$ cat src/link_macros.svh
// Mailbox link sizes shared by the queues and credit counters

`ifndef LINK_MACROS_SVH
`define LINK_MACROS_SVH

// Request queue depth
// The host also holds this many request credits after reset
`define LINK_QDEPTH 4

// Response queue depth
// Execute starts with this many result credits
`define LINK_RDEPTH 4

// Credit and occupancy counters
// Wide enough to hold a full queue count
`define LINK_CW 3

// Queue pointer width
// Both queues are four deep so pointers wrap on their own
`define LINK_PW 2

`endif
$ cat src/link_pkg.sv
// Mailbox link types for host requests, byte micro-ops and read responses
`default_nettype none

`include "link_macros.svh"

package link_pkg;

    // Host side opcodes
    typedef enum logic [1:0] {
        OP_WRITE = 2'd0,
        OP_READ  = 2'd1,
        OP_IRQ   = 2'd2
    } link_op_e;

    // Byte micro-ops seen by execute
    typedef enum logic [1:0] {
        UOP_WR_HI = 2'd0,
        UOP_WR_LO = 2'd1,
        UOP_RD    = 2'd2,
        UOP_IRQ   = 2'd3
    } link_uop_e;

    // dsn is active low and bit 1 selects the upper byte like UDSn on the CPU
    typedef struct packed {
        link_op_e    op;
        logic [1:0]  dsn;
        logic [15:0] data;
    } link_req_t;

    typedef struct packed {
        link_uop_e   uop;
        logic [15:0] data;
    } link_uop_t;

    typedef struct packed {
        logic [15:0] data;
    } link_rsp_t;

    // Counter and pointer types
    typedef logic [`LINK_CW-1:0] link_cnt_t;
    typedef logic [`LINK_PW-1:0] link_ptr_t;

endpackage

`default_nettype wire

$ cat src/mcu_link.sv
// Host to MCU mailbox link top: decode, execute and result stages in the clk24 domain
`timescale 1ns/1ps
`default_nettype none

module mcu_link (
    input  logic                clk24,
    input  logic                arst_n,
    // Host requests
    input  logic                req_valid,
    input  link_pkg::link_req_t req,
    output logic                req_credit,
    // Host responses
    output logic                rsp_valid,
    output link_pkg::link_rsp_t rsp,
    input  logic                rsp_credit,
    // MCU interrupt
    output logic                irq,
    input  logic                irq_ack
);

    logic                uop_valid;
    link_pkg::link_uop_t uop;
    logic                exec_credit;
    logic                rd_valid;
    link_pkg::link_rsp_t rd_data;
    logic                res_credit;

    link_decode u_decode (
        .clk24       ( clk24       ),
        .arst_n      ( arst_n      ),
        .req_valid   ( req_valid   ),
        .req         ( req         ),
        .req_credit  ( req_credit  ),
        .uop_valid   ( uop_valid   ),
        .uop         ( uop         ),
        .exec_credit ( exec_credit )
    );

    link_exec u_exec (
        .clk24       ( clk24       ),
        .arst_n      ( arst_n      ),
        .uop_valid   ( uop_valid   ),
        .uop         ( uop         ),
        .exec_credit ( exec_credit ),
        .rd_valid    ( rd_valid    ),
        .rd_data     ( rd_data     ),
        .res_credit  ( res_credit  ),
        .irq         ( irq         ),
        .irq_ack     ( irq_ack     )
    );

    link_result u_result (
        .clk24       ( clk24       ),
        .arst_n      ( arst_n      ),
        .rd_valid    ( rd_valid    ),
        .rd_data     ( rd_data     ),
        .res_credit  ( res_credit  ),
        .rsp_valid   ( rsp_valid   ),
        .rsp         ( rsp         ),
        .rsp_credit  ( rsp_credit  )
    );

endmodule

`default_nettype wire

$ cat src/link_result.sv
// Link result stage: response queue returning mailbox reads under host credits
`timescale 1ns/1ps
`default_nettype none

`include "link_macros.svh"

module link_result (
    input  logic                clk24,
    input  logic                arst_n,
    input  logic                rd_valid,
    input  link_pkg::link_rsp_t rd_data,
    output logic                res_credit,
    output logic                rsp_valid,
    output link_pkg::link_rsp_t rsp,
    input  logic                rsp_credit
);

    link_pkg::link_rsp_t q [`LINK_RDEPTH];
    link_pkg::link_ptr_t wr_ptr;
    link_pkg::link_ptr_t rd_ptr;
    link_pkg::link_cnt_t count;
    link_pkg::link_cnt_t hcred;
    logic                send;

    // Head leaves only when the host has granted room for it
    always_comb begin
        send = (count != '0) && (hcred != '0);
    end

    always_ff @(posedge clk24 or negedge arst_n) begin
        if (!arst_n) begin
            wr_ptr     <= '0;
            rd_ptr     <= '0;
            count      <= '0;
            hcred      <= '0;
            rsp_valid  <= 1'b0;
            res_credit <= 1'b0;
        end else begin
            if (rd_valid) begin
                wr_ptr <= wr_ptr + link_pkg::link_ptr_t'(1);
            end
            if (send) begin
                rd_ptr <= rd_ptr + link_pkg::link_ptr_t'(1);
            end
            count      <= count + link_pkg::link_cnt_t'(rd_valid)
                          - link_pkg::link_cnt_t'(send);
            hcred      <= hcred + link_pkg::link_cnt_t'(rsp_credit)
                          - link_pkg::link_cnt_t'(send);
            rsp_valid  <= send;
            // Hand the credit back to execute as the slot frees
            res_credit <= send;
        end
    end

    always_ff @(posedge clk24) begin
        if (rd_valid) begin
            q[wr_ptr] <= rd_data;
        end
        if (send) begin
            rsp <= q[rd_ptr];
        end
    end

endmodule

`default_nettype wire

$ cat src/link_exec.sv
// Link execute stage: mailbox byte-lane writes, read forwarding and MCU interrupt latch
`timescale 1ns/1ps
`default_nettype none

`include "link_macros.svh"

module link_exec (
    input  logic                clk24,
    input  logic                arst_n,
    input  logic                uop_valid,
    input  link_pkg::link_uop_t uop,
    output logic                exec_credit,
    output logic                rd_valid,
    output link_pkg::link_rsp_t rd_data,
    input  logic                res_credit,
    output logic                irq,
    input  logic                irq_ack
);

    link_pkg::link_uop_t slot;
    logic                slot_valid;
    logic [15:0]         mailbox;
    link_pkg::link_cnt_t rcred;
    logic                is_rd;
    logic                retire;

    // Reads hold the slot until result has room
    always_comb begin
        is_rd  = (slot.uop == link_pkg::UOP_RD);
        retire = slot_valid && (!is_rd || (rcred != '0));
    end

    always_ff @(posedge clk24 or negedge arst_n) begin
        if (!arst_n) begin
            slot_valid  <= 1'b0;
            mailbox     <= '0;
            rcred       <= link_pkg::link_cnt_t'(`LINK_RDEPTH);
            exec_credit <= 1'b0;
            rd_valid    <= 1'b0;
            irq         <= 1'b0;
        end else begin
            // Decode holds one credit so a new uop never meets a busy slot
            slot_valid  <= uop_valid || (slot_valid && !retire);
            exec_credit <= retire;
            rd_valid    <= retire && is_rd;
            rcred       <= rcred + link_pkg::link_cnt_t'(res_credit)
                           - link_pkg::link_cnt_t'(retire && is_rd);
            // Each strobe loads its own byte like the port latches
            if (retire) begin
                case (slot.uop)
                    link_pkg::UOP_WR_HI: mailbox[15:8] <= slot.data[15:8];
                    link_pkg::UOP_WR_LO: mailbox[7:0]  <= slot.data[7:0];
                    default: ;
                endcase
            end
            // Set beats a simultaneous ack
            if (retire && (slot.uop == link_pkg::UOP_IRQ)) begin
                irq <= 1'b1;
            end else if (irq_ack) begin
                irq <= 1'b0;
            end
        end
    end

    always_ff @(posedge clk24) begin
        if (uop_valid) begin
            slot <= uop;
        end
        if (retire && is_rd) begin
            rd_data.data <= mailbox;
        end
    end

endmodule

`default_nettype wire

$ cat src/link_decode.sv
// Link decode stage: queues host requests and splits them into byte micro-ops
`timescale 1ns/1ps
`default_nettype none

`include "link_macros.svh"

module link_decode (
    input  logic                clk24,
    input  logic                arst_n,
    input  logic                req_valid,
    input  link_pkg::link_req_t req,
    output logic                req_credit,
    output logic                uop_valid,
    output link_pkg::link_uop_t uop,
    input  logic                exec_credit
);

    // Two-lane writes take two issue slots
    typedef enum logic {
        IDLE,
        SPLIT_LO
    } state_e;

    state_e              state;
    state_e              state_nxt;
    link_pkg::link_req_t q [`LINK_QDEPTH];
    link_pkg::link_ptr_t wr_ptr;
    link_pkg::link_ptr_t rd_ptr;
    link_pkg::link_cnt_t count;
    link_pkg::link_cnt_t ecred;
    link_pkg::link_req_t head;
    link_pkg::link_uop_t uop_nxt;
    logic                empty;
    logic                both_lanes;
    logic                no_lane;
    logic                issue;
    logic                pop;

    always_comb begin
        head       = q[rd_ptr];
        empty      = (count == '0);
        both_lanes = (head.dsn == 2'b00);
        no_lane    = (head.dsn == 2'b11);
        issue      = 1'b0;
        pop        = 1'b0;
        state_nxt  = state;
        uop_nxt    = '{uop: link_pkg::UOP_RD, data: head.data};
        case (state)
            IDLE: begin
                if (!empty) begin
                    case (head.op)
                        link_pkg::OP_WRITE: begin
                            // No byte selected so retire without touching execute
                            if (no_lane) begin
                                pop = 1'b1;
                            end else if (ecred != '0) begin
                                issue = 1'b1;
                                if (both_lanes) begin
                                    uop_nxt.uop = link_pkg::UOP_WR_HI;
                                    state_nxt   = SPLIT_LO;
                                end else begin
                                    pop = 1'b1;
                                    if (head.dsn[1]) begin
                                        uop_nxt.uop = link_pkg::UOP_WR_LO;
                                    end else begin
                                        uop_nxt.uop = link_pkg::UOP_WR_HI;
                                    end
                                end
                            end
                        end
                        link_pkg::OP_READ: begin
                            if (ecred != '0) begin
                                issue       = 1'b1;
                                pop         = 1'b1;
                                uop_nxt.uop = link_pkg::UOP_RD;
                            end
                        end
                        link_pkg::OP_IRQ: begin
                            if (ecred != '0) begin
                                issue       = 1'b1;
                                pop         = 1'b1;
                                uop_nxt.uop = link_pkg::UOP_IRQ;
                            end
                        end
                        // Drop the unused opcode encoding
                        default: pop = 1'b1;
                    endcase
                end
            end
            SPLIT_LO: begin
                // Head stays queued until the low byte goes out
                if (ecred != '0) begin
                    issue       = 1'b1;
                    pop         = 1'b1;
                    uop_nxt.uop = link_pkg::UOP_WR_LO;
                    state_nxt   = IDLE;
                end
            end
            default: state_nxt = IDLE;
        endcase
    end

    always_ff @(posedge clk24 or negedge arst_n) begin
        if (!arst_n) begin
            state      <= IDLE;
            wr_ptr     <= '0;
            rd_ptr     <= '0;
            count      <= '0;
            ecred      <= link_pkg::link_cnt_t'(1);
            req_credit <= 1'b0;
            uop_valid  <= 1'b0;
        end else begin
            state <= state_nxt;
            if (req_valid) begin
                wr_ptr <= wr_ptr + link_pkg::link_ptr_t'(1);
            end
            if (pop) begin
                rd_ptr <= rd_ptr + link_pkg::link_ptr_t'(1);
            end
            count      <= count + link_pkg::link_cnt_t'(req_valid) - link_pkg::link_cnt_t'(pop);
            ecred      <= ecred + link_pkg::link_cnt_t'(exec_credit)
                          - link_pkg::link_cnt_t'(issue);
            // Credit goes back the cycle after the pop
            req_credit <= pop;
            uop_valid  <= issue;
        end
    end

    always_ff @(posedge clk24) begin
        if (req_valid) begin
            q[wr_ptr] <= req;
        end
        if (issue) begin
            uop <= uop_nxt;
        end
    end

endmodule

`default_nettype wire

$ cat config.mk
export PLATFORM = sky130hd
export DESIGN_NAME = mcu_link
export DESIGN_NICKNAME = d
export VERILOG_FILES = /design/src/link_pkg.sv /design/src/mcu_link.sv /design/src/link_result.sv /design/src/link_exec.sv /design/src/link_decode.sv
export VERILOG_INCLUDE_DIRS = /design/src
export SDC_FILE = /design/constraint.sdc
export NUM_CORES = 1
export LEC_CHECK = 0
export BUFFER_PORTS_ARGS = -buffer_cell sky130_fd_sc_hd__buf_2
export CAP_MARGIN = 20
export CORE_MARGIN = 2
export CORE_UTILIZATION = 44
export DETAILED_ROUTE_END_ITERATION = 8
export HOLD_SLACK_MARGIN = 0.12
export RECOVER_POWER = 50
export REMOVE_ABC_BUFFERS = 1
export SLEW_MARGIN = 20
export SYNTH_ARGS = -nofsm -noshare
export SYNTH_HDL_FRONTEND = slang
export SYNTH_SLANG_ARGS = --single-unit
$ cat constraint.sdc
create_clock -name clk24 -period 5.05 [get_ports clk24]
set_input_delay 0.2525 -clock clk24 [delete_from_list [all_inputs] [get_ports clk24]]
set_output_delay 0.2525 -clock clk24 [all_outputs]
set_load 0.01 [all_outputs]
# [Word-level counts from Yosys, hierarchy flattened]
# Memory sizes are Yosys's and may differ from the RTL's. A register that Yosys moved wholly into a read port is not among the register bits.
# Cells that the tools add are included.
# W data, S select, Z words.
[word_totals] ff_bits=99 mem_bits_rw=144 inputBits=25 output_inout_bits=19 elab_cells=101 mem_count=2
[classes] add_sub_neg=14 eq_ne=6 muxes=33 n_bitwise=1 n_reduce_logical=21
[memory_table] memory="u_decode.q" words=4 width=20 rd=1 rd_ports_with_merged_regs=0 write_ports=1 line_no="link_decode.sv:26" text="link_pkg::link_req_t q [`LINK_QDEPTH];"
[memory_table] memory="u_result.q" words=4 width=16 rd=1 rd_ports_with_merged_regs=1 write_ports=1 line_no="link_result.sv:18" text="link_pkg::link_rsp_t q [`LINK_RDEPTH];"
[op_table] operator="$mux W1" count=21
[op_table] operator="$add A3 B1 Y3" count=5
[op_table] operator="$sub A3 B1 Y3" count=5
[op_table] operator="$reduce_bool A3 Y1" count=4
[op_table] operator="$mux W2" count=5
[op_table] operator="$pmux W1 S2" count=5
[op_table] operator="$add A2 B1 Y2 const B" count=4
[op_table] operator="$eq A2 B2 Y1 const B" count=4
[op_table] operator="$pmux W2 S2" count=2
[op_table] operator="$logic_not A2 Y1" count=3
[op_table] operator="$logic_and A1 B1 Y1" count=5
[op_table] operator="$eq A2 B1 Y1 const B" count=2
[op_table] operator="$reduce_and A2 Y1" count=2
[op_table] operator="$logic_not A3 Y1" count=1
[op_table] operator="$logic_not A1 Y1" count=2
[op_table] operator="$logic_or A1 B1 Y1" count=2
[op_table] operator="$reduce_bool A2 Y1" count=1
[op_table] operator="$reduce_or A2 Y1" count=1
[op_table] operator="$not A1 Y1" count=1

# [Logic depth before layout (Yosys ltp)]
# An unclocked memory read counts as a cell.
[depth] word_depth=9 ltp_mapped=15 ltp_nobuf=13

# [Cells and area by module]
# Synthesis repeated with hierarchy kept, for this count alone.
[unflattened] cells_unflattened=450 area_unflattened_um2=9618.0
[modules_own_cells] module="link_decode" n_inst=1 cells_each=208 area_each_um2=4274.1 seq_area_each_um2=3269.4
[modules_own_cells] module="link_result" n_inst=1 cells_each=149 area_each_um2=3404.5 seq_area_each_um2=2677.6
[modules_own_cells] module="link_exec" n_inst=1 cells_each=93 area_each_um2=1939.4 seq_area_each_um2=1597.8

# [Worst setup path before layout]
# OpenSTA, ideal clock, no wires.
[synth_path] kind="register -> register" start="reg u_decode.rd_ptr[0]" end="reg u_decode.ecred[2]" setup_time_ps=123 t_arrival_ps=4093 required_time_ps=4927 setup_slack_ps=834 path_stages_with_launch=16 n_path_buf=2 synth_period_minus_slack_ps=4216 path_cell_list="dfrtp_1 > buf_6 > buf_2 > mux4_2 > inv_1 > ha_1 > a21boi_0 > o21ai_0 > a21oi_1 > ha_1 > inv_1 > ha_1 > inv_1 > fa_1 > xnor2_1 > xnor2_1"
[synth_between] elab_chain_cells=7 elab_cells_between_ends=11 classes_between="add/sub (1); eq/ne (3); mux (4); reduce/logical (2); memory (1)"
[synth_lines] element="start: declaration" line_no="link_decode.sv:28" text="link_pkg::link_ptr_t rd_ptr;"
[synth_lines] element="start signal: assignment" line_no="link_decode.sv:118" text="rd_ptr <= rd_ptr + link_pkg::link_ptr_t'(1);"
[synth_lines] element="$mem_v2 Z4 W20 *"
[synth_lines] element="$eq A2 B2 Y1 (tied with other cells)" line_no="link_decode.sv:43" text="no_lane = (head.dsn == 2'b11);"
[synth_lines] element="$mux W1 or $reduce_or A2 Y1 (tied branches)"
[synth_lines] element="$pmux W1 S2 *" line_no="link_decode.sv:51" text="case (head.op)"
[synth_lines] element="$mux W1 *" line_no="link_decode.sv:50" text="if (!empty) begin"
[synth_lines] element="$pmux W1 S2 *" line_no="link_decode.sv:48" text="case (state)"
[synth_lines] element="named net u_decode.issue" line_no="link_decode.sv:36" text="logic issue;"
[synth_lines] element="$sub A3 B1 Y3 *" line_no="link_decode.sv:122" text="- link_pkg::link_cnt_t'(issue);"
[synth_lines] element="end signal: assignment" line_no="link_decode.sv:109" text="ecred <= link_pkg::link_cnt_t'(1);"
[synth_lines] element="end signal: assignment" line_no="link_decode.sv:121" text="ecred <= ecred + link_pkg::link_cnt_t'(exec_credit)"
[synth_lines] element="end: declaration" line_no="link_decode.sv:30" text="link_pkg::link_cnt_t ecred;"
# The timed path passes the listed nets; every way through them passes the cells marked *.
# A chain may end at the register's enable or synchronous reset.

# [Final worst setup path]
# Same ends and word-level chain as after synthesis.

==> run summary <==
After detailed routing, the number of vias per cell comes to 4.905. The maximum vdd drop is 0.3567 mV. The measured slew at the worst slew-check pin is 2.551 ns. TritonCTS built the clock tree.

The count of mapped cells out of synthesis came out at 450. CTS built an H-tree with a depth of 1. The final net count is 590. The number of pins exceeding their max-slew limit in the final report came out at 70. The worst setup path is captured at a register. The highest fanout seen on the critical path came out at 20. The cell type with the largest total area after synthesis is edfxtp_1. In this run, CTS created clock tree buffers numbering 26. Of the cells placed in the final design, the portion with a size suffix greater than 1 is 0.1860.

The number of DRC markers in iteration 0 is 220. For this block, the via count after detailed routing is 4091. The final RePlAce weighted congestion came out at 0.7825.

The maximum number of pins on one net before global-route repair is 48. Static timing analysis puts the maximum clock frequency at 0.2513 GHz. The placeable core area is 21150 um^2. The initial core utilization came out at 0.4515. Measured against its own limit, the worst slew margin works out to -0.7005.

The share of the synthesized area in the top cell type is 0.6666. Dividing the final minimum period by the clock period gives 0.7878. The worst register-to-register path ends at u_decode.ecred[2]. The worst path arrival time is 4.41 ns. The total count of hold-check failures in the final report came out at 0. The run finished, with violations left. The maximum clock path buffer count came out at 3. Traced cell by cell, the critical path runs through mux4_2 -> inv_1 -> ha_1 -> a21boi_0 -> o21ai_0 -> a21oi_1 -> buf_4 -> ha_1 -> inv_1 -> ha_1 -> inv_1 -> fa_1 -> xnor2_1 -> xnor2_1. In this run the clock root is driven by a clkbuf_16. The standard cell area after detailed placement came out at 10110 um^2.

The type of the tightest min-delay check is register to register. The complex-gate fraction of the synthesized area is 0.01494. The static leakage power is 3.646 nW. The detail route stage leaves a number of antenna-violating nets equal to 0. The number of hold buffers added after CTS is 24. The critical path required time came out at 5.48 ns. The via count of the first global-routing pass is 4383. Subtracting the final worst setup slack from the clock period gives 3.979 ns.

By area the synthesized netlist is led by edfxtp_1 (67%), dfrtp_1 (12%), mux4_2 (8.5%). The global-route usage over all layers is 0.1270. The peak per-stage delay on the critical path is 0.89 ns. The share of the Yosys chip area taken by registers is 0.7900. At the placement stage, the worst setup path has a slack of 1.003 ns. In this run, post-CTS repair resized a total of 0 instances. The final reports fail on max-capacitance violations, max-slew violations. Synthesis inferred 259 register bits. The die is 151.3 um wide. The power density normalized to cell area is 463.8 nW/um^2. The cell area after technology mapping is 9550 um^2. The number of sinks on the clock net is 259. The final routed wire length divided by cell count came out at 16.53 um. The number of antenna violations at the first check in global routing is 0. The simple-gate area share of the yosys netlist came out at 0.02057. The count of cells along the worst register-to-register path came out at 14. With fillers left out, the area of the finished cells amounts to 11150 um^2. The register clock-pin slew on the reported worst setup and hold paths came out at 0.06 ns. Setup slack on the worst reg-to-reg path comes out at 1.07 ns.

The path with the worst hold slack has its endpoint at u_exec.slot[2]. The global-route wire length before repair is 22590 um. The area share of fa/ha/maj cells after synthesis came out at 0.03917. The die height is 151.3 um. The count of cell types in the netlist came out at 35.

The die area came out at 22900 um^2. In this run the most critical hold path is launched from u_decode.uop[2]. Counting instances, the worst hold path has a depth of 0.

The per-instance average area after synthesis is 21.22 um^2. The setup TNS came out at 0 ns. The slowest stage of the critical path belongs to the cell dfrtp_1. The final clock skew is 0.01055 ns. The top-level I/O count is 44.

Max-cap violations in this run came to 2. The growth of design area from synthesis to finish is 16.76%. The xor/xnor share of the synthesized area is 0.01376. The worst setup path is of the register to register kind.

The largest family of logic cells by synthesized area is multiplexers. The clock latency of the later-clocked register in the worst-skew pair is 0.51 ns. The final global-route overflow total is 0.

The worst setup path is launched from a register. The final wirelength came out at 13790 um. The placed wire-length estimate after detailed placement came out at 8460 um. The mux contribution to synthesized area came out at 0.1048. The antenna diode instance count came out at 0. The first detailed-routing pass took 4 iterations.

The number of synthesis warnings came out at 0. The number of filler cells placed in the layout came out at 1658. The number of standard-cell rows in the floorplan is 53.

After layout, the worst setup slack is 1.071 ns. The post-detailed-route DRC marker count is 0. Setup repair after global routing left no endpoint under its margin. The worst register-to-register path begins at u_decode.rd_ptr[0]. The setup fix buffers added after clock tree synthesis came out at 0.

The number of port buffers is 43. The total of endpoints with negative setup slack in the final report is 0.
## cells in the mapped netlist (all sizes together)
library cell and instances:
inv 30, or3 2, dfstp 2, o211a 2, a21oi 2, nand2 5
and2 8, a222oi 1, xor2 3, buf 3, o31a 1, mux2 16
a311o 1, and3 2, maj3 1, nor2b 2, xnor2 12, o2bb2ai 1
nor3b 1, dfrtp 45, a21boi 1, nor3 6, ha 21, edfxtp 212
a221o 1, nand3 2, mux4 36, clkbuf 7, mux2i 1, o21ai 7
nand3b 2, fa 5, a21o 3, nor2 6
## worst max-delay path, delay by kind of cell (launching register included)
family | cells | cell delay (ns)
mux | 1 | 0.61
compound gates | 3 | 0.57
flops | 1 | 0.89
xor+xnor | 2 | 0.33
fa+ha+maj | 4 | 1.01
buf+inv | 4 | 0.47
## through the flow
| stage | utilization | hold slack [ns] | std cells | total power (W) |
|---|---|---|---|---|
| 2_1_floorplan | - | -0.04309 | 440 | 0.003122 |
| 4_1_cts | 0.5298 | 0.3919 | 834 | 0.005251 |
| 3_3_place_gp | 0.4774 | 0.3883 | 762 | 0.003289 |
| 5_1_grt | 0.5271 | 0.4215 | 834 | 0.005417 |
| 3_5_place_dp | 0.4777 | 0.3979 | 762 | 0.003327 |
| 6_report | 0.5271 | 0.4177 | 834 | 0.005172 |
## metal layers
layer | part of all wire | track usage | vias to the layer above
met4 | 0.023 | 0.03505 | 0
met5 | 0 | 0 | -
met1 | 0.45 | 0.1666 | 2069
met3 | 0.039 | 0.02711 | 25
met2 | 0.49 | 0.2161 | 73
li1 | - | - | 1924
## logic make-up after synthesis
family          count (synthesis)
fa+ha+maj                      27
simple gates                   36
mux                            53
xor+xnor                       15
flops                         259
buf+inv                        40
compound gates                 20
## power by group
| part | switching [W] | internal (W) | leakage [nW] |
|---|---|---|---|
| registers | 0.000118 | 0.00251 | 2.24 |
| logic | 0.000314 | 0.000334 | 0.994 |
| clock network | 0.000737 | 0.00116 | 0.416 |
## final cells by class
class | count | area [um^2] | area share
Timing Repair Buffer | 71 | 435.4 | 0.03905
Clock buffer | 39 | 740.7 | 0.06643
Multi-Input combinational cell | 151 | 1852 | 0.1661
Tap cell | 275 | 344.1 | 0.03086
Inverter | 30 | 112.6 | 0.01010
Sequential cell | 259 | 7546 | 0.6767
Clock inverter | 9 | 120.1 | 0.01077
## worst max-delay path by stage
stage	endpoint	startpoint	slack, ns	cells after the start
3_3_place_gp	u_decode.ecred[2]	u_decode.rd_ptr[0]	1.22	14
3_5_place_dp	u_decode.ecred[2]	u_decode.rd_ptr[0]	1.00	14
6_report	u_decode.ecred[2]	u_decode.rd_ptr[0]	1.07	14
2_1_floorplan	u_decode.ecred[2]	u_decode.rd_ptr[0]	0.44	13
4_1_cts	u_decode.ecred[2]	u_decode.rd_ptr[0]	0.99	14
5_1_grt	u_decode.ecred[2]	u_decode.rd_ptr[0]	0.62	14
## registers in the layout (all words and copies together) (netlist names), 3 cells and up
name and flops:
u_decode.q 80, u_decode.uop 18, u_exec.rd_data 16, u_result.rsp 16, u_decode.ecred 3, u_decode.count 3
u_result.hcred 3, u_result.q 64, u_result.count 3, u_exec.rcred 3, u_exec.slot 18, u_exec.mailbox 16
## cell usage in the layout (no fill, tap or decap), types with 7 or more instances in the layout
cell type / netlist / routed
mux2_2: 16 / 16
inv_1: 30 / 30
clkbuf_1: 7 / 48
clkbuf_16: 0 / 27
dfrtp_1: 45 / 44
and2_1: 8 / 7
ha_1: 21 / 21
dlygate4sd3_1: 0 / 24
edfxtp_1: 212 / 212
xnor2_1: 12 / 12
o21ai_0: 7 / 7
mux4_2: 36 / 36
Note: power is estimated with default switching activity, not from simulation.
